`src/logic/accel_regs_pkg.sv`:
```
package accel_regs_pkg;

  // --------------------
  // bus widths and types
  // --------------------

  localparam int BUS_ADDR_W = 20;            // decoded address bits
  localparam int BUS_DATA_W = 32;

  typedef logic [BUS_DATA_W-1:0] bus_word_t; // bus data word
  typedef logic [BUS_ADDR_W-1:0] bus_addr_t; // decoded byte address

  // --------------------
  // register map
  // --------------------

  // global section
  localparam bus_addr_t ADDR_CTRL        = 20'h00000;  // global control, r/w
  localparam bus_addr_t ADDR_STATUS      = 20'h00004;  // global status, ro
  localparam bus_addr_t ADDR_VERSION     = 20'h0000C;  // version word, ro

  // hash unit section
  localparam bus_addr_t ADDR_HASH_CTRL   = 20'h00100;  // unit control, r/w
  localparam bus_addr_t ADDR_HASH_STATUS = 20'h00104;  // unit and fifo status, ro
  localparam bus_addr_t ADDR_FIFO_PUSH   = 20'h0010C;  // wr pushes, rd gives fill level
  localparam bus_addr_t ADDR_HASH_H7     = 20'h00110;  // least significant hash word
  localparam bus_addr_t ADDR_HASH_H0     = 20'h0012C;  // most significant hash word
  localparam bus_addr_t ADDR_FIFO_COUNT  = 20'h00130;  // fill level, ro

  // --------------------
  // control bit positions
  // --------------------

  localparam int CTRL_ENABLE    = 0;  // global enable

  localparam int HCTRL_ENABLE   = 0;  // hash unit enable
  localparam int HCTRL_RESET    = 1;  // one-shot, self clearing
  localparam int HCTRL_DBL_HASH = 4;  // hash of the hash

  // build stamp, YYMMDDss
  localparam bus_word_t VERSION_WORD = 32'h00010101;

  // request from the bus master, held for one cycle per access
  typedef struct packed {
    bus_addr_t addr;
    bus_word_t wdata;
    logic      wen;
    logic      ren;
  } bus_req_t;

  // response, ack one cycle after the request
  typedef struct packed {
    bus_word_t rdata;
    logic      ack;
  } bus_rsp_t;

endpackage

```
`src/logic/hash_pkg.sv`:
```
package hash_pkg;

  // --------------------
  // widths
  // --------------------

  localparam int DATA_W     = 32;                     // fifo and hash word width
  localparam int HASH_WORDS = 8;                      // H0..H7
  localparam int HASH_IDX_W = $clog2(HASH_WORDS);     // selects one hash word

  localparam int FIFO_DEPTH = 512;                    // power of two, pointers wrap
  localparam int FIFO_AW    = $clog2(FIFO_DEPTH);
  localparam int FIFO_CNT_W = FIFO_AW + 1;            // 0 .. FIFO_DEPTH inclusive

  typedef logic [HASH_WORDS*DATA_W-1:0] hash_t;      // H0 in the top word
  typedef logic [FIFO_CNT_W-1:0]        fifo_cnt_t;
  typedef logic [DATA_W-1:0]            data_word_t;

  // --------------------
  // engine port
  // --------------------

  // towards the hash core
  typedef struct packed {
    logic       rstn;      // unit reset, active low
    logic       start;     // one cycle pulse
    logic       dbl_hash;  // level, gated with rstn
    logic       rd_vld;    // fifo read data valid
    data_word_t rd_data;
    logic       empty;     // fifo empty
  } eng_req_t;

  // from the hash core
  typedef struct packed {
    logic  ready;       // level
    logic  rd_en;       // one cycle pop, only while not empty
    logic  hash_valid;  // level, rising edge marks a new hash
    hash_t hash;
  } eng_rsp_t;

endpackage

```
`src/logic/bus_regs.sv`:
```
module bus_regs
  import accel_regs_pkg::*;
  import hash_pkg::*;
(
  input  logic       bus_clk,
  input  logic       bus_rstn,

  input  bus_req_t   bus_req_i,
  output bus_rsp_t   bus_rsp_o,

  output logic       x11_enable_o,      // global enable
  output logic       hash_enable_o,
  output logic       hash_soft_reset_o, // one cycle pulse
  output logic       dbl_hash_o,
  output logic       push_en_o,         // one cycle fifo write strobe
  output data_word_t push_data_o,

  input  bus_word_t  unit_status_i,
  input  bus_word_t  hash_status_i,
  input  hash_t      hash_i,
  input  fifo_cnt_t  fill_i
);

  bus_word_t  ctrl_q;       // global control
  bus_word_t  hctrl_q;      // hash unit control
  logic       push_en_q;
  data_word_t push_data_q;

  bus_word_t  rd_mux;
  bus_word_t  rdata_q;
  logic       ack_q;

  bus_addr_t              hash_ofs;  // offset into the hash window
  logic [HASH_IDX_W-1:0]  hash_idx;
  logic                   hash_hit;

  // --------------------
  // write side
  // --------------------

  always_ff @(posedge bus_clk) begin
    if (!bus_rstn) begin
      ctrl_q    <= '0;
      hctrl_q   <= '0;
      push_en_q <= 1'b0;
    end else begin
      hctrl_q[HCTRL_RESET] <= 1'b0;  // one-shot, gone next cycle
      push_en_q            <= 1'b0;
      if (bus_req_i.wen) begin
        case (bus_req_i.addr)
          ADDR_CTRL:      ctrl_q    <= bus_req_i.wdata;
          ADDR_HASH_CTRL: hctrl_q   <= bus_req_i.wdata;  // overrides the clear above
          ADDR_FIFO_PUSH: push_en_q <= 1'b1;
          default: ;                                      // read only or unmapped
        endcase
      end
    end
  end

  // push payload, only meaningful with the strobe
  always_ff @(posedge bus_clk) begin
    if (bus_req_i.wen && bus_req_i.addr == ADDR_FIFO_PUSH) begin
      push_data_q <= bus_req_i.wdata;
    end
  end

  assign x11_enable_o      = ctrl_q[CTRL_ENABLE];
  assign hash_enable_o     = hctrl_q[HCTRL_ENABLE];
  assign hash_soft_reset_o = hctrl_q[HCTRL_RESET];
  assign dbl_hash_o        = hctrl_q[HCTRL_DBL_HASH];
  assign push_en_o         = push_en_q;
  assign push_data_o       = push_data_q;

  // --------------------
  // read side
  // --------------------

  // hash window 0x110..0x12C, H7 at the bottom
  assign hash_ofs = bus_req_i.addr - ADDR_HASH_H7;
  assign hash_idx = hash_ofs[2 +: HASH_IDX_W];   // word index, 0 = H7 = lsw
  assign hash_hit = (bus_req_i.addr >= ADDR_HASH_H7) &&
                    (bus_req_i.addr <= ADDR_HASH_H0) &&
                    (bus_req_i.addr[1:0] == 2'b00);

  always_comb begin
    rd_mux = '0;  // unmapped reads as zero
    case (bus_req_i.addr)
      ADDR_CTRL:        rd_mux = ctrl_q;
      ADDR_STATUS:      rd_mux = unit_status_i;
      ADDR_VERSION:     rd_mux = VERSION_WORD;
      ADDR_HASH_CTRL:   rd_mux = hctrl_q;
      ADDR_HASH_STATUS: rd_mux = hash_status_i;
      ADDR_FIFO_PUSH,
      ADDR_FIFO_COUNT:  rd_mux = bus_word_t'(fill_i);  // zero extended
      default: begin
        if (hash_hit) begin
          rd_mux = hash_i[hash_idx*DATA_W +: DATA_W];
        end
      end
    endcase
  end

  // ack on every access, reads and writes alike
  always_ff @(posedge bus_clk) begin
    if (!bus_rstn) begin
      ack_q <= 1'b0;
    end else begin
      ack_q <= bus_req_i.ren | bus_req_i.wen;
    end
  end

  // rdata only carries data next to a read ack
  always_ff @(posedge bus_clk) begin
    rdata_q <= bus_req_i.ren ? rd_mux : '0;
  end

  assign bus_rsp_o.rdata = rdata_q;
  assign bus_rsp_o.ack   = ack_q;

endmodule

```
`config.mk`:
```
export PLATFORM = sky130hd
export DESIGN_NAME = bus_regs
export DESIGN_NICKNAME = d
export VERILOG_FILES = /design/src/logic/accel_regs_pkg.sv /design/src/logic/hash_pkg.sv /design/src/logic/bus_regs.sv
export SDC_FILE = /design/constraint.sdc
export NUM_CORES = 1
export LEC_CHECK = 0
export BUFFER_PORTS_ARGS = -buffer_cell sky130_fd_sc_hd__buf_2
export CAP_MARGIN = 15
export CORE_AREA = 2 2 176 178
export DETAILED_ROUTE_END_ITERATION = 8
export DIE_AREA = 0 0 178 180
export PLACE_DENSITY = 0.59
export SETUP_SLACK_MARGIN = 0.2
export SLEW_MARGIN = 20
export SYNTH_ARGS = -nofsm -noshare
export SYNTH_HDL_FRONTEND = slang
export SYNTH_SLANG_ARGS = --single-unit
```
`constraint.sdc`:
```
create_clock -name bus_clk -period 4.1 [get_ports bus_clk]
set_input_delay 0.41 -clock bus_clk [delete_from_list [all_inputs] [get_ports bus_clk]]
set_output_delay 0.41 -clock bus_clk [all_outputs]
set_load 0.03 [all_outputs]
```
==> out/metrics.yaml <==
final_cell_mix: "452 x buf_2, 134 x nand2_1, 98 x dfxtp_1, 70 x mux2i_1, 61 x mux4_2"
skew_ns: 0.0133
switching_power_mw: 0.875
ys_types: 45
grt_setup_unrepaired: "false"
post_cts_buffers: 0
power.density_nw_per_um2: 314
globalplace.congestion: 0.911
syn_inst: 723
cp_data_arrival_time_ns: 2.30
grt_pass1_wl_microns: 47600
post-dp-hpwl_microns: 25700
whs_ns: 0.190
p_comb_share_pct: 15.8
hold_violations: 0
cp.required_ns: 4.14
cts_made_buffers: 17
p_int_mw: 2.59
hold_buffers: 0
cts.repair.resized: 0
switching_share_pct: 25.3
status: "completed"
die_h_microns: 180
io_buffers: 455
clock_latency_ns: 0.43
drc: 0
ios: 456
design_area_sq_um: 11000
dieArea_sq_um: 32000
track_usage_pct: 20.1
holdPathStages: 1
setup_tns_ns: 0
rows: 64
max-vdd-ir-drop_v: 0.000223
area.growth.synth_to_final_pct: 40.0
grt_pass1_vias: 7743
fill_cells: 3135
worstSetupPathType: "input port to flop"
synth_area_sq_um: 7870
via_per_inst: 4.86
pre_cts_ws_ns: 1.35
fmax_ghz: 0.443
postRouteWirelength_microns: 32900
worstMarginPinSlew_ns: 1.02
nets: 1528
period_minus_slack_ns: 2.26
die_width_microns: 178
grt_max_degree: 67
drive_gt1_share_pct: 52.7
finish.utilization_pct: 36.5
hp-class: "input port to flop"
synth.net_count: 1109
wl_per_cell_microns: 21.1
fin_ws_ns: 1.84
cap_viol_max_count: 0
placed_cell_area_sq_um: 10400
drt-initial-drc-count: 461
drtPass1Iterations: 5
synth_area_per_cell_sq_um: 10.9
cp_max_fo: 33
cts-root-buf: "clkbuf_16"
start_kind: "input port"
clock_power_share_pct: 46.3
grt_remaining_overflow: 0
relSlewSlack_pct: 32.3
pwr-share-seq_pct: 37.9
clockBufferDepth: 2
cts_tree: "done"
htreeDepth: 4
ys_warn_count: 0
period_share_pct: 55.0
critPathCaptureType: "flop"
antenna_found_initial: 15
ys_seq_area_share_pct: 37.1
drv_slew: 0
p_leak_nw: 4.65
clkSinkCount: 130
vias: 7607
start_util_pct: 26.1
core_sq_um: 30200
setup-violations-final: 0
clk_pin_slew_ns: 0.06
ant_nets: 0
layout_commonest_cell: "buf_2"
rr_worst_depth: 4
ys_ff_latch: 130
cell families (layout without fill, tap and decap cells):
group	after synthesis	after routing	synth area share (%)
compound gates	160	160	15.9
xor+xnor	1	1	0.111
buf+inv	70	502	5.23
flops	130	130	37.1
mux	137	137	27.2
other cells	0	13	0
simple gates	225	225	14.4
state kept, by name (all words and copies together) (netlist names):
name and count:
ctrl_q 32, hctrl_q 32, push_data_o 32, rdata_q 32, ack_q 1, push_en_o 1
through the flow:
step	power, mW	instances
floorplan	1.62	723
global placement	1.89	1519
detailed placement	1.89	1519
CTS	3.51	1551
global route	3.59	1564
finish	3.46	1564
power by group through the flow:
stage / logic, mW / registers [mW] / clock network, mW
2_1_floorplan: 0.275 / 1.34 / 0
3_3_place_gp: 0.544 / 1.34 / 0
3_5_place_dp: 0.547 / 1.34 / 0
4_1_cts: 0.549 / 1.31 / 1.64
5_1_grt: 0.587 / 1.31 / 1.69
6_report: 0.547 / 1.31 / 1.60
worst paths after layout:
kind	from	endpoint	slack, ns
max	bus_req_i[36]	push_data_o[30]$_DFFE_PP_	1.84
min	bus_req_i[33]	push_data_o[31]$_DFFE_PP_	0.19
max reg2reg	hctrl_q[4]$_SDFFE_PN0P_	rdata_q[4]$_SDFF_PN0_	2.76
min reg2reg	hctrl_q[3]$_SDFFE_PN0P_	hctrl_q[3]$_SDFFE_PN0P_	0.45
worst max-delay path: stages:
cell and delay (ns):
buf_4 0.36, or4bb_1 0.62, inv_1 0.10, and3_2 0.78
metal layers:
layer  GRT usage (%)  vias up  routed length (microns)
li1                -     3562                        -
met1            26.8     3682                    14400
met2            32.2      326                    15800
met3            3.51       37                     2070
met4            7.74        0                      648
met5               0        -                        0
layout make-up:
class	count	area [sq um]	share of cell area (%)
diodes	13	32.5	0.295
well taps	396	495	4.49
flip-flops and latches	130	2920	26.5
clock buffers	23	532	4.82
multi-input cells	523	4540	41.2
clock inverters	9	90.1	0.817
repair buffers	469	2400	21.8
inverters	1	3.75	0.0341
cells in the mapped netlist, drive strengths merged:
library cell    n  share of area [%]
clkbuf         26                1.2
nand4           2               0.35
nor3            2               0.27
nand2         135                6.5
mux4           61                 17
or4bb           2               0.29
a21oi          19                1.2
nand3          10               0.64
a211oi          1               0.16
o21ai          16                1.0
nand2b          9               0.72
o211ai          1              0.095
xor2            1               0.11
nor2           19               0.91
nor4            4               0.89
inv             1              0.048
mux2i          70                8.9
nor4b           2               0.41
and4            3               0.33
nor3b           8               0.76
a21boi         64                7.5
dfxtp          98                 25
edfxtp         32                 12
or3             1              0.080
nand4b          1               0.11
and3            1              0.080
a22oi          39                3.7
buf            43                3.9
o221ai          2               0.22
and2            3               0.24
mux2            6               0.86
o21a            1              0.095
a221oi         17                1.9
nor2b          23                1.8
(Power assumes the default switching activity.)
