==> src/logic/accel_regs_pkg.sv <==
package accel_regs_pkg;

  // --------------------
  // bus widths and types
  // --------------------

  localparam int BUS_ADDR_W = 20;            // decoded address bits
  localparam int BUS_DATA_W = 32;

  typedef logic [BUS_DATA_W-1:0] bus_word_t; // bus data word
  typedef logic [BUS_ADDR_W-1:0] bus_addr_t; // decoded byte address

  // --------------------
  // register map
  // --------------------

  // global section
  localparam bus_addr_t ADDR_CTRL        = 20'h00000;  // global control, r/w
  localparam bus_addr_t ADDR_STATUS      = 20'h00004;  // global status, ro
  localparam bus_addr_t ADDR_VERSION     = 20'h0000C;  // version word, ro

  // hash unit section
  localparam bus_addr_t ADDR_HASH_CTRL   = 20'h00100;  // unit control, r/w
  localparam bus_addr_t ADDR_HASH_STATUS = 20'h00104;  // unit and fifo status, ro
  localparam bus_addr_t ADDR_FIFO_PUSH   = 20'h0010C;  // wr pushes, rd gives fill level
  localparam bus_addr_t ADDR_HASH_H7     = 20'h00110;  // least significant hash word
  localparam bus_addr_t ADDR_HASH_H0     = 20'h0012C;  // most significant hash word
  localparam bus_addr_t ADDR_FIFO_COUNT  = 20'h00130;  // fill level, ro

  // --------------------
  // control bit positions
  // --------------------

  localparam int CTRL_ENABLE    = 0;  // global enable

  localparam int HCTRL_ENABLE   = 0;  // hash unit enable
  localparam int HCTRL_RESET    = 1;  // one-shot, self clearing
  localparam int HCTRL_DBL_HASH = 4;  // hash of the hash

  // build stamp, YYMMDDss
  localparam bus_word_t VERSION_WORD = 32'h00010101;

  // request from the bus master, held for one cycle per access
  typedef struct packed {
    bus_addr_t addr;
    bus_word_t wdata;
    logic      wen;
    logic      ren;
  } bus_req_t;

  // response, ack one cycle after the request
  typedef struct packed {
    bus_word_t rdata;
    logic      ack;
  } bus_rsp_t;

endpackage

==> src/logic/hash_pkg.sv <==
package hash_pkg;

  // --------------------
  // widths
  // --------------------

  localparam int DATA_W     = 32;                     // fifo and hash word width
  localparam int HASH_WORDS = 8;                      // H0..H7
  localparam int HASH_IDX_W = $clog2(HASH_WORDS);     // selects one hash word

  localparam int FIFO_DEPTH = 512;                    // power of two, pointers wrap
  localparam int FIFO_AW    = $clog2(FIFO_DEPTH);
  localparam int FIFO_CNT_W = FIFO_AW + 1;            // 0 .. FIFO_DEPTH inclusive

  typedef logic [HASH_WORDS*DATA_W-1:0] hash_t;      // H0 in the top word
  typedef logic [FIFO_CNT_W-1:0]        fifo_cnt_t;
  typedef logic [DATA_W-1:0]            data_word_t;

  // --------------------
  // engine port
  // --------------------

  // towards the hash core
  typedef struct packed {
    logic       rstn;      // unit reset, active low
    logic       start;     // one cycle pulse
    logic       dbl_hash;  // level, gated with rstn
    logic       rd_vld;    // fifo read data valid
    data_word_t rd_data;
    logic       empty;     // fifo empty
  } eng_req_t;

  // from the hash core
  typedef struct packed {
    logic  ready;       // level
    logic  rd_en;       // one cycle pop, only while not empty
    logic  hash_valid;  // level, rising edge marks a new hash
    hash_t hash;
  } eng_rsp_t;

endpackage

==> src/logic/hash_unit_ctrl.sv <==
module hash_unit_ctrl
  import accel_regs_pkg::*;
  import hash_pkg::*;
(
  input  logic      bus_clk,
  input  logic      bus_rstn,

  input  logic      x11_enable_i,       // global enable
  input  logic      hash_enable_i,
  input  logic      hash_soft_reset_i,  // one cycle pulse
  input  logic      dbl_hash_i,

  input  logic      fifo_empty_i,
  input  logic      fifo_almost_full_i,
  input  logic      fifo_full_i,

  input  logic      eng_ready_i,
  input  logic      hash_valid_i,
  input  hash_t     hash_i,

  output logic      unit_rstn_o,
  output logic      start_o,
  output logic      dbl_hash_o,
  output hash_t     hash_o,
  output bus_word_t unit_status_o,
  output bus_word_t hash_status_o
);

  logic  unit_rstn_q;
  logic  start_q;
  logic  hash_valid_d;  // for edge detect
  hash_t hash_q;

  // --------------------
  // unit activation
  // --------------------

  // held low until both enables are up, dropped by a soft reset pulse
  always_ff @(posedge bus_clk) begin
    if (!bus_rstn) begin
      unit_rstn_q <= 1'b0;
    end else begin
      unit_rstn_q <= x11_enable_i & hash_enable_i & ~hash_soft_reset_i;
    end
  end

  // --------------------
  // start pulse
  // --------------------

  always_ff @(posedge bus_clk) begin
    if (!bus_rstn || !unit_rstn_q) begin
      start_q <= 1'b0;
    end else begin
      // single cycle even when ready stays high
      start_q <= eng_ready_i & ~fifo_empty_i & ~start_q;
    end
  end

  // --------------------
  // hash capture
  // --------------------

  always_ff @(posedge bus_clk) begin
    if (!bus_rstn || !unit_rstn_q) begin
      hash_valid_d <= 1'b0;
      hash_q       <= '0;      // hash regs read zero while the unit is down
    end else begin
      hash_valid_d <= hash_valid_i;
      if (hash_valid_i && !hash_valid_d) begin
        hash_q <= hash_i;      // new hash on the rising edge only
      end
    end
  end

  assign unit_rstn_o = unit_rstn_q;
  assign start_o     = start_q;
  assign dbl_hash_o  = dbl_hash_i & unit_rstn_q;  // core sees it only when active
  assign hash_o      = hash_q;

  // status words
  assign unit_status_o = {27'b0, unit_rstn_q, 3'b0, x11_enable_i};
  assign hash_status_o = {25'b0,
                          fifo_full_i,         // bit 6
                          fifo_almost_full_i,  // bit 5
                          fifo_empty_i,        // bit 4
                          2'b0,
                          hash_valid_i,        // bit 1
                          eng_ready_i};        // bit 0

endmodule

==> config.mk <==
export PLATFORM = sky130hd
export DESIGN_NAME = hash_unit_ctrl
export DESIGN_NICKNAME = d
export VERILOG_FILES = /design/src/logic/accel_regs_pkg.sv /design/src/logic/hash_pkg.sv /design/src/logic/hash_unit_ctrl.sv
export SDC_FILE = /design/constraint.sdc
export NUM_CORES = 1
export LEC_CHECK = 0
export BUFFER_PORTS_ARGS = -buffer_cell sky130_fd_sc_hd__buf_2
export CORE_AREA = 2 2 230 232
export CTS_BUF_LIST = sky130_fd_sc_hd__clkbuf_8
export CTS_CLUSTER_SIZE = 24
export DETAILED_ROUTE_END_ITERATION = 6
export DIE_AREA = 0 0 232 234
export GPL_TIMING_DRIVEN = 0
export PLACE_DENSITY = 0.45
export SLEW_MARGIN = 20
export SYNTH_ARGS = -nofsm -noshare
export SYNTH_HDL_FRONTEND = slang
export SYNTH_SLANG_ARGS = --single-unit
==> constraint.sdc <==
create_clock -name bus_clk -period 1.2 [get_ports bus_clk]
set_clock_uncertainty 0.15 [all_clocks]
set_input_delay 0.18 -clock bus_clk [delete_from_list [all_inputs] [get_ports bus_clk]]
set_output_delay 0.18 -clock bus_clk [all_outputs]
set_load 0.05 [all_outputs]
==> results.rst, run 1 <==
.. list-table::
   :header-rows: 1

   * - Metric
     - Value
   * - Initial drt markers
     - 274
   * - Slowest library cell on the worst path
     - dfxtp_4
   * - Detail-routed net length per standard cell
     - 18.0 um
   * - Reg2reg setup slack
     - -0.35 ns
   * - Destination of the worst hold path
     - start_o
   * - Worst hold path stage count
     - 3
   * - Cells after Synth
     - 1184
   * - Initial DRT Pass Iterations
     - 4
   * - Flop and latch count out of synthesis
     - 259
   * - Worst Path Buf+Inv
     - 1
   * - Cell class contributing the biggest share of worst-path delay
     - flip-flops
   * - Clock slew at the register clock pins of the worst setup and hold paths
     - 0.06 ns
   * - Library cell used as clock root buffer
     - clkbuf_8
   * - Area share of the leading cell type in the synthesized netlist
     - 54.6%
   * - Number of core rows
     - 84
   * - TritonCTS Buffers
     - 48
   * - Vertical die dimension
     - 234 um
   * - Maximum frequency from static timing analysis
     - 635 MHz
   * - Via count
     - 12100
   * - Sequential Power Share
     - 39.9%
   * - Post-DRT Antenna Nets
     - 0
   * - Highest net fanout along the worst path
     - 5
   * - Final-report hold violation count
     - 0
   * - Number of cells traversed by the worst register-to-register path
     - 8
   * - Net switching power
     - 6.24 mW
   * - Min-Delay Startpoint
     - fifo_empty_i
   * - Total clock sinks
     - 259
   * - Layout cell share with drive strength beyond 1
     - 70.9%
   * - Worst path arrival time
     - 1.24 ns
   * - Sequential cell area in the final layout
     - 5530 um^2
   * - Count of endpoints failing setup in the final report
     - 517
   * - Number of distinct library cell variants in the gate-level netlist after synthesis
     - 16
   * - CTS tree
     - built
   * - Post-DP HPWL
     - 30800 um
   * - Run status
     - complete, but fails checks
   * - H-tree depth
     - 2
   * - Post-placement worst setup slack
     - -0.554 ns
   * - DIE AREA
     - 54300 um^2
   * - Die boundary width
     - 232 um
   * - Share of the yosys chip area belonging to registers
     - 54.6%
   * - Crit-path cells
     - and2_4, buf_8
   * - Most common library cell in the layout ignoring fill and taps
     - nand2_1
   * - Violations in the final reports
     - setup timing
   * - Class of the most critical hold timing path
     - input port to register
   * - Setup TNS after final layout
     - -117.74 ns
   * - Final critical-path required period
     - 1.57 ns
   * - RR Endpoint
     - hash_o[81]
   * - Post-Synthesis Mean Instance Area
     - 8.03 um^2
   * - Placeable core area
     - 52000 um^2
   * - Largest cells by area after synthesis
     - dfxtp_1 55%, nand2_1 20%, a21oi_1 13%
   * - Pint
     - 15.5 mW
   * - Global-route wire length before repair
     - 70400 um
   * - Filler cells
     - 4534
   * - Part of the power in combinational logic
     - 20.7%
   * - Maximum number of pins on one net before global-route repair
     - 12
   * - Area grow syn2layout
     - 155%
   * - Switching fraction of total power
     - 28.7%
   * - Lkg Pwr
     - 10.6 nW
   * - Worst IR Drop VDD
     - 0.687 mV
   * - Post-layout net count
     - 2471
   * - Class of the most critical setup path
     - register to primary output
   * - Critical Path RT
     - 0.87 ns
   * - Total wire length
     - 52700 um
   * - Max-Cap Viols
     - 0
   * - Syn Std Cell Area
     - 9500 um^2
   * - Power share of the clock group
     - 39.4%
   * - Antenna violations before repair
     - 1
   * - Effective utilization at floorplan
     - 18.3%
   * - Yosys warning total
     - 0
   * - Cell type with the largest total area after synthesis
     - dfxtp_1
   * - Number of vias per cell after detailed routing
     - 4.13
   * - Via count of the first global-routing pass
     - 12200
   * - Worst reg2reg path startpoint
     - hash_valid_d
   * - Combined area of the multi-input logic cells
     - 5950 um^2
   * - Peak per-stage delay on the critical path
     - 0.37 ns
   * - Crit start category
     - register
   * - Aggregate global routing overflow
     - 0
   * - Unrepaired setup endpoints after global routing
     - true
   * - Commonest cells after routing, fill and taps aside
     - 285 x nand2_1, 273 x buf_2, 263 x dlygate4sd3_1
   * - Max-Slew Margin vs Limit
     - 47.6%
   * - Global routing usage summed across all routing layers
     - 16.9%
   * - Num ports
     - 590
   * - Crit path capture type
     - primary output
   * - DRC viols
     - 0
   * - Clock insertion delay at the later pin of the skew report
     - 0.58 ns
   * - Final critical-path setup slack
     - -0.375 ns
   * - Final Max Tran Viols
     - 0
   * - Port buffer count
     - 530
   * - Final Wtd Congestion
     - 0.896
   * - Ratio of final minimum period to clock period
     - 131%
   * - Number of buffers on the longest clock path
     - 3
   * - Power density relative to cell area
     - 897 nW/um^2
   * - Pin slew with the least headroom to its limit
     - 0.786 ns
==> per-layer routing <==
metal	track usage (%)	up-vias	routed length, um
li1	-	5724	-
met1	17.5	5755	18700
met2	31.0	488	28000
met3	5.51	117	4040
met4	7.81	0	1900
met5	0	-	0
==> registers in the layout (all words and copies together) (netlist names) <==
name	cells
unit_rstn_o	1
hash_valid_d	1
hash_o	256
start_o	1
==> synth_stat cells (all sizes together) <==
cell type  count
dfxtp        259
and3           1
a21oi        256
buf          126
clkbuf        23
and2           1
nor4b          1
nor2b          1
and4b          1
nand2b         1
nand2        513
conb           1
==> repair_timing <==
item                        CTS  global route
pin swaps                   100           354
gates resized for setup    1303           611
buffers inserted             57            62
hold endpoints to repair    259             0
hold buffers                263             0
setup endpoints to repair   510           517
gates cloned                 29             1
==> layout make-up <==
type                            instances  share of cell area (%)
Antenna cell                            1                  0.0103
Tap cell                              688                    3.55
Clock buffer                           64                    3.63
Buffer                                143                    5.86
Multi-Input combinational cell        832                    24.5
Timing Repair Buffer                  920                    39.4
Clock inverter                         16                   0.263
Sequential cell                       259                    22.8
==> how the worst max path moves through the flow <==
stage	start	endpoint	slack, ns	depth (start not counted)
4_1_cts	unit_rstn_o	dbl_hash_o	-0.43	2
3_5_place_dp	unit_rstn_o	hash_o[60]	-0.55	4
2_1_floorplan	unit_rstn_o	hash_o[100]	-0.06	4
5_1_grt	unit_rstn_o	dbl_hash_o	-0.44	2
6_report	unit_rstn_o	dbl_hash_o	-0.37	2
3_3_place_gp	unit_rstn_o	hash_o[60]	-0.53	4
==> power by group through the flow <==
stage,clock network [mW],logic [mW],registers [mW]
floorplan,0,1.21,9.05
CTS,8.81,3.87,8.69
global placement,0,2.14,8.86
detailed placement,0,2.15,8.87
global route,9.27,4.73,8.69
finish,8.57,4.51,8.69
==> cell families (layout without fill, tap and decap cells) <==
family                 count (synthesis)  in the layout  synth area share, %
AND/OR/NAND/NOR                      519            519                 20.7
flip-flops                           259            259                 54.6
AO/OA/AOI/OAI                        256            256                 13.5
buffers and inverters                149           1143                 11.2
other                                  1             58               0.0395
==> through the flow <==
stage / instance area, um^2 / hold WS, ns / std cells / total power [mW] / util [%]
2_1_floorplan: 9740 / 0.107 / 1240 / 10.3 / -
3_3_place_gp: 13300 / 0.220 / 2458 / 11.0 / 25.5
3_5_place_dp: 13300 / 0.225 / 2458 / 11.0 / 25.5
4_1_cts: 22000 / 0.0884 / 2886 / 21.4 / 42.3
5_1_grt: 24300 / 0.152 / 2923 / 22.7 / 46.6
6_report: 24300 / 0.211 / 2923 / 21.8 / 46.6
==> tightest hold or removal path, stage by stage <==
cell and delay, ns:
buf_2 0.08, dlygate4sd3_1 0.57, nor4b_1 0.07
Note: power is estimated with default switching activity, not from simulation.
==> run 2: changes to the inputs <==
Settings changed: PLACE_DENSITY 0.45 to 0.5.
==> results.rst, run 2 (synthesis results as in run 1) <==
.. list-table::
   :header-rows: 1

   * - Metric
     - Value
   * - Max reg flops
     - 256
   * - Worst IR Drop VDD
     - 0.949 mV
   * - Reg2reg setup slack
     - -0.39 ns
   * - Fin area
     - 25300 um^2
   * - Fin util
     - 48.6%
   * - Power density relative to cell area
     - 860 nW/um^2
   * - Final Max Tran Viols
     - 0
   * - Highest net fanout along the worst path
     - 4
   * - Number of vias per cell after detailed routing
     - 4.27
   * - Cell area after placement
     - 13300 um^2
   * - Ratio of final minimum period to clock period
     - 133%
   * - Max-Cap Viols
     - 0
   * - Library cell used as clock root buffer
     - clkbuf_8
   * - Worst path arrival time
     - 1.27 ns
   * - Filler cells
     - 4276
   * - Post-placement worst setup slack
     - -0.600 ns
   * - Port buffer count
     - 530
   * - Clock insertion delay at the later pin of the skew report
     - 0.58 ns
   * - Initial DRT Pass Iterations
     - 7
   * - Combined area of the multi-input logic cells
     - 6060 um^2
   * - TritonCTS Buffers
     - 47
   * - Post-layout net count
     - 2496
   * - Final critical-path setup slack
     - -0.398 ns
   * - Via count of the first global-routing pass
     - 12500
   * - Total wire length
     - 58100 um
   * - Slowest library cell on the worst path
     - dfxtp_4
   * - Crit-path cells
     - and2_4, buf_8
   * - Critical Path RT
     - 0.87 ns
   * - Layout cell share with drive strength beyond 1
     - 72.0%
   * - DRC viols
     - 0
   * - Number of core rows
     - 84
   * - Maximum frequency from static timing analysis
     - 626 MHz
   * - Global-route wire length before repair
     - 70400 um
   * - Number of cells traversed by the worst register-to-register path
     - 7
   * - Total clock sinks
     - 259
   * - Effective utilization at floorplan
     - 18.3%
   * - Initial drt markers
     - 409
   * - CTS tree
     - built
   * - Run status
     - complete, but fails checks
   * - Class of the most critical hold timing path
     - input port to register
   * - DIE AREA
     - 54300 um^2
   * - Worst reg2reg path startpoint
     - unit_rstn_o
   * - Crit start category
     - register
   * - Commonest cells after routing, fill and taps aside
     - 270 x buf_2, 269 x buf_8, 267 x nand2_1
   * - Maximum number of pins on one net before global-route repair
     - 12
   * - H-tree depth
     - 2
   * - Num ports
     - 590
   * - Final Power
     - 21.7 mW
   * - Placeable core area
     - 52000 um^2
   * - Final critical-path required period
     - 1.60 ns
   * - Number of buffers on the longest clock path
     - 3
   * - Die boundary width
     - 232 um
   * - Aggregate global routing overflow
     - 0
   * - Worst hold path stage count
     - 6
   * - Final Wtd Congestion
     - 0.874
   * - Clock slew at the register clock pins of the worst setup and hold paths
     - 0.07 ns
   * - Post-DP HPWL
     - 29300 um
   * - Class of the most critical setup path
     - register to primary output
   * - Post-DRT Antenna Nets
     - 0
   * - Sequential cell area in the final layout
     - 5580 um^2
   * - Via count
     - 12600
   * - Crit path capture type
     - primary output
   * - Most common library cell in the layout ignoring fill and taps
     - buf_2
   * - Area grow syn2layout
     - 166%
   * - Antenna violations before repair
     - 0
   * - Global routing usage summed across all routing layers
     - 16.8%
   * - RR Endpoint
     - hash_o[114]
   * - Violations in the final reports
     - setup timing
   * - Vertical die dimension
     - 234 um
   * - Unrepaired setup endpoints after global routing
     - true
   * - Count of endpoints failing setup in the final report
     - 513
   * - Detail-routed net length per standard cell
     - 19.7 um
   * - Final-report hold violation count
     - 0
   * - Min-Delay Startpoint
     - hash_valid_i
   * - Lkg Pwr
     - 11.1 nW
   * - Destination of the worst hold path
     - hash_o[250]
   * - Peak per-stage delay on the critical path
     - 0.38 ns
## run 2: changes by cell type in the layout (fill, tap and decap cells not counted), moves of 6 or more
cell       before  now
clkbuf_4       11    0
clkbuf_2        7    1
buf_8         256  269
nand2_1       285  267
nand2_2        25   40
dfxtp_2       250  230
a21oi_4         0    8
clkbuf_8       69   58
buf_12         56   75
dfxtp_4         9   29
a21oi_2       229  219
clkbuf_16       1   23
## run 2: stage by stage
stage	std cells	hold slack, ns	TNS, ns
floorplan	1240	0.107	-5.36
global placement	2458	0.227	-109.12
detailed placement	2458	0.234	-111.62
CTS	2874	0.0658	-131.43
global route	2944	0.0947	-156.45
finish	2946	0.103	-128.56
## run 2: worst max-delay path by stage
stage                      start     endpoint  slack, ns
floorplan            unit_rstn_o  hash_o[100]      -0.06
global placement    hash_valid_d  hash_o[121]      -0.59
detailed placement  hash_valid_d  hash_o[118]      -0.60
CTS                  unit_rstn_o   dbl_hash_o      -0.43
global route         unit_rstn_o   dbl_hash_o      -0.47
finish               unit_rstn_o   dbl_hash_o      -0.40
## run 2: layer usage
metal / track usage (%) / routed length (um)
met5: 0 / 0
met4: 7.49 / 2720
met3: 5.16 / 4150
met2: 31.6 / 30600
met1: 17.0 / 20700
## run 2: timing repair
item,in CTS,in global routing
cloned,30,23
hold buffers,262,0
resized for setup,1372,711
setup endpoints to repair,511,517
pin swaps,139,311
buffers inserted,49,78
endpoints found under the hold margin,259,0
## run 2: worst max-delay path, delay by kind of cell (launching register included)
family,cells,cell delay [ns]
DFF,1,0.38
and+or+nand+nor,1,0.16
buffers and inverters,1,0.14
## run 2: area by class of cell
class | count | area share (%)
Tap cell | 688 | 3.40
Timing Repair Buffer | 950 | 40.2
Clock inverter | 19 | 0.421
Multi-Input combinational cell | 832 | 24.0
Antenna cell | 2 | 0.0198
Clock buffer | 57 | 3.10
Sequential cell | 259 | 22.1
Buffer | 139 | 6.85
## run 2: report_power, final
group          switching (mW)  internal (mW)  total, mW
logic                    2.42           2.33       4.75
registers              0.0556           8.60       8.65
clock network            3.89           4.45       8.34
==> run 3: changes to the inputs <==
Settings changed: CORE_AREA 2 2 230 232 to 2 2 232 234, DIE_AREA 0 0 232 234 to 0 0 234 236, PLACE_DENSITY 0.5 to 0.48.
Clock period 1.2 ns to 1.64 ns, I/O delays scaled along.
==> results.rst, run 3 (synthesis results as in run 1) <==
.. list-table::
   :header-rows: 1

   * - Metric
     - Value
   * - Die boundary width
     - 234 um
   * - TritonCTS Buffers
     - 47
   * - Crit start category
     - register
   * - Power density relative to cell area
     - 835 nW/um^2
   * - H-tree depth
     - 2
   * - Run status
     - complete, but fails checks
   * - Clock insertion delay at the later pin of the skew report
     - 0.60 ns
   * - Antenna violations before repair
     - 5
   * - Port buffer count
     - 530
   * - Clock slew at the register clock pins of the worst setup and hold paths
     - 0.06 ns
   * - Post-DP HPWL
     - 29100 um
   * - Initial DRT Pass Iterations
     - 4
   * - Number of vias per cell after detailed routing
     - 3.88
   * - Sequential cell area in the final layout
     - 5200 um^2
   * - Count of endpoints failing setup in the final report
     - 3
   * - Total wire length
     - 40400 um
   * - Number of buffers on the longest clock path
     - 3
   * - Global routing usage summed across all routing layers
     - 13.8%
   * - Effective utilization at floorplan
     - 17.9%
   * - Worst reg2reg path startpoint
     - unit_rstn_o
   * - Number of core rows
     - 85
   * - Filler cells
     - 5535
   * - Library cell used as clock root buffer
     - clkbuf_8
   * - Number of cells traversed by the worst register-to-register path
     - 4
   * - Aggregate global routing overflow
     - 0
   * - Final-report hold violation count
     - 0
   * - Commonest cells after routing, fill and taps aside
     - 512 x nand2_1, 299 x buf_2, 296 x buf_4
   * - Reg2reg setup slack
     - 0.05 ns
   * - Vertical die dimension
     - 236 um
   * - Maximum number of pins on one net before global-route repair
     - 14
   * - Max-Cap Viols
     - 0
   * - Class of the most critical hold timing path
     - input port to register
   * - DIE AREA
     - 55200 um^2
   * - Fin util
     - 33.3%
   * - Total clock sinks
     - 259
   * - Max reg flops
     - 256
   * - Via count
     - 10900
   * - Detail-routed net length per standard cell
     - 14.3 um
   * - Worst hold path stage count
     - 5
   * - Final critical-path required period
     - 1.76 ns
   * - Placeable core area
     - 53100 um^2
   * - Layout cell share with drive strength beyond 1
     - 35.9%
   * - Most common library cell in the layout ignoring fill and taps
     - nand2_1
   * - Unrepaired setup endpoints after global routing
     - true
   * - DRC viols
     - 0
   * - Initial drt markers
     - 304
   * - Violations in the final reports
     - setup timing
   * - Critical Path RT
     - 1.24 ns
   * - Via count of the first global-routing pass
     - 11200
   * - Post-layout net count
     - 2348
   * - Final critical-path setup slack
     - -0.124 ns
   * - Lkg Pwr
     - 8.00 nW
   * - Num ports
     - 590
   * - CTS tree
     - built
   * - Class of the most critical setup path
     - register to primary output
   * - Area grow syn2layout
     - 85.9%
   * - Post-DRT Antenna Nets
     - 0
   * - Min-Delay Startpoint
     - hash_valid_i
   * - Highest net fanout along the worst path
     - 6
   * - Global-route wire length before repair
     - 60000 um
   * - Destination of the worst hold path
     - hash_o[255]
   * - Worst path arrival time
     - 1.37 ns
   * - Worst hold slack across all endpoints
     - 0.212 ns
   * - Ratio of final minimum period to clock period
     - 108%
   * - Crit path capture type
     - primary output
   * - Maximum frequency from static timing analysis
     - 567 MHz
   * - Worst IR Drop VDD
     - 0.466 mV
   * - Final Max Tran Viols
     - 0
   * - RR Endpoint
     - hash_o[52]
   * - Final Wtd Congestion
     - 0.841
   * - Combined area of the multi-input logic cells
     - 3470 um^2
[run 3: worst max-delay path: stages, from the launching register on]
cell and delay [ns]:
dfxtp_4 0.44, and2_4 0.18, buf_8 0.14
[run 3: metal layers]
layer	track usage (%)	wire length (um)	up-vias
met4	5.75	1420	2
li1	-	-	5477
met1	14.8	15700	4912
met5	0	11	-
met3	3.87	3040	84
met2	25.2	20200	437
[run 3: through the flow]
step	cell area (um^2)	TNS [ns]	worst slack [ns]	power, mW	cells
after floorplan	9710	0	0.0864	7.50	1240
after global placement	13200	-136.44	-0.713	8.04	2466
after detailed placement	13200	-141.56	-0.736	8.05	2466
after CTS	17600	-0.581	-0.209	15.0	2810
after global routing	17700	-1.87	-0.225	15.5	2813
final	17700	-0.323	-0.124	14.8	2813
[run 3: worst max-delay path by stage]
| stage | cells after the start | from | slack (ns) | endpoint |
|---|---|---|---|---|
| floorplan | 1 | unit_rstn_o | 0.09 | dbl_hash_o |
| global placement | 4 | unit_rstn_o | -0.71 | hash_o[175] |
| detailed placement | 4 | unit_rstn_o | -0.74 | hash_o[109] |
| CTS | 2 | unit_rstn_o | -0.21 | dbl_hash_o |
| global route | 2 | unit_rstn_o | -0.23 | dbl_hash_o |
| finish | 2 | unit_rstn_o | -0.12 | dbl_hash_o |
[run 3: area by class of cell]
cell class / instances / area share [%]
clock buffers: 60 / 4.67
plain buffers: 149 / 6.38
flip-flops and latches: 259 / 29.4
clock inverters: 22 / 0.793
diodes: 3 / 0.0425
well taps: 696 / 4.93
multi-input cells: 832 / 19.7
repair buffers: 792 / 34.1
[run 3: power by group]
| group | internal (mW) | leakage [nW] | switching, mW | total [mW] |
|---|---|---|---|---|
| Clock | 3.46 | 0.539 | 2.84 | 6.29 |
| Sequential | 6.33 | 2.09 | 0.0249 | 6.36 |
| Combinational | 0.988 | 5.37 | 1.12 | 2.11 |
| Total | 10.8 | 8.00 | 3.98 | 14.8 |
[run 3: what timing repair did]
| item | CTS | global route |
|---|---|---|
| hold endpoints to repair | 259 | 0 |
| hold buffers | 262 | 0 |
| pin swaps | 1 | 0 |
| setup endpoints to repair | 509 | 186 |
| resized for setup | 310 | 23 |
| buffers inserted | 0 | 0 |
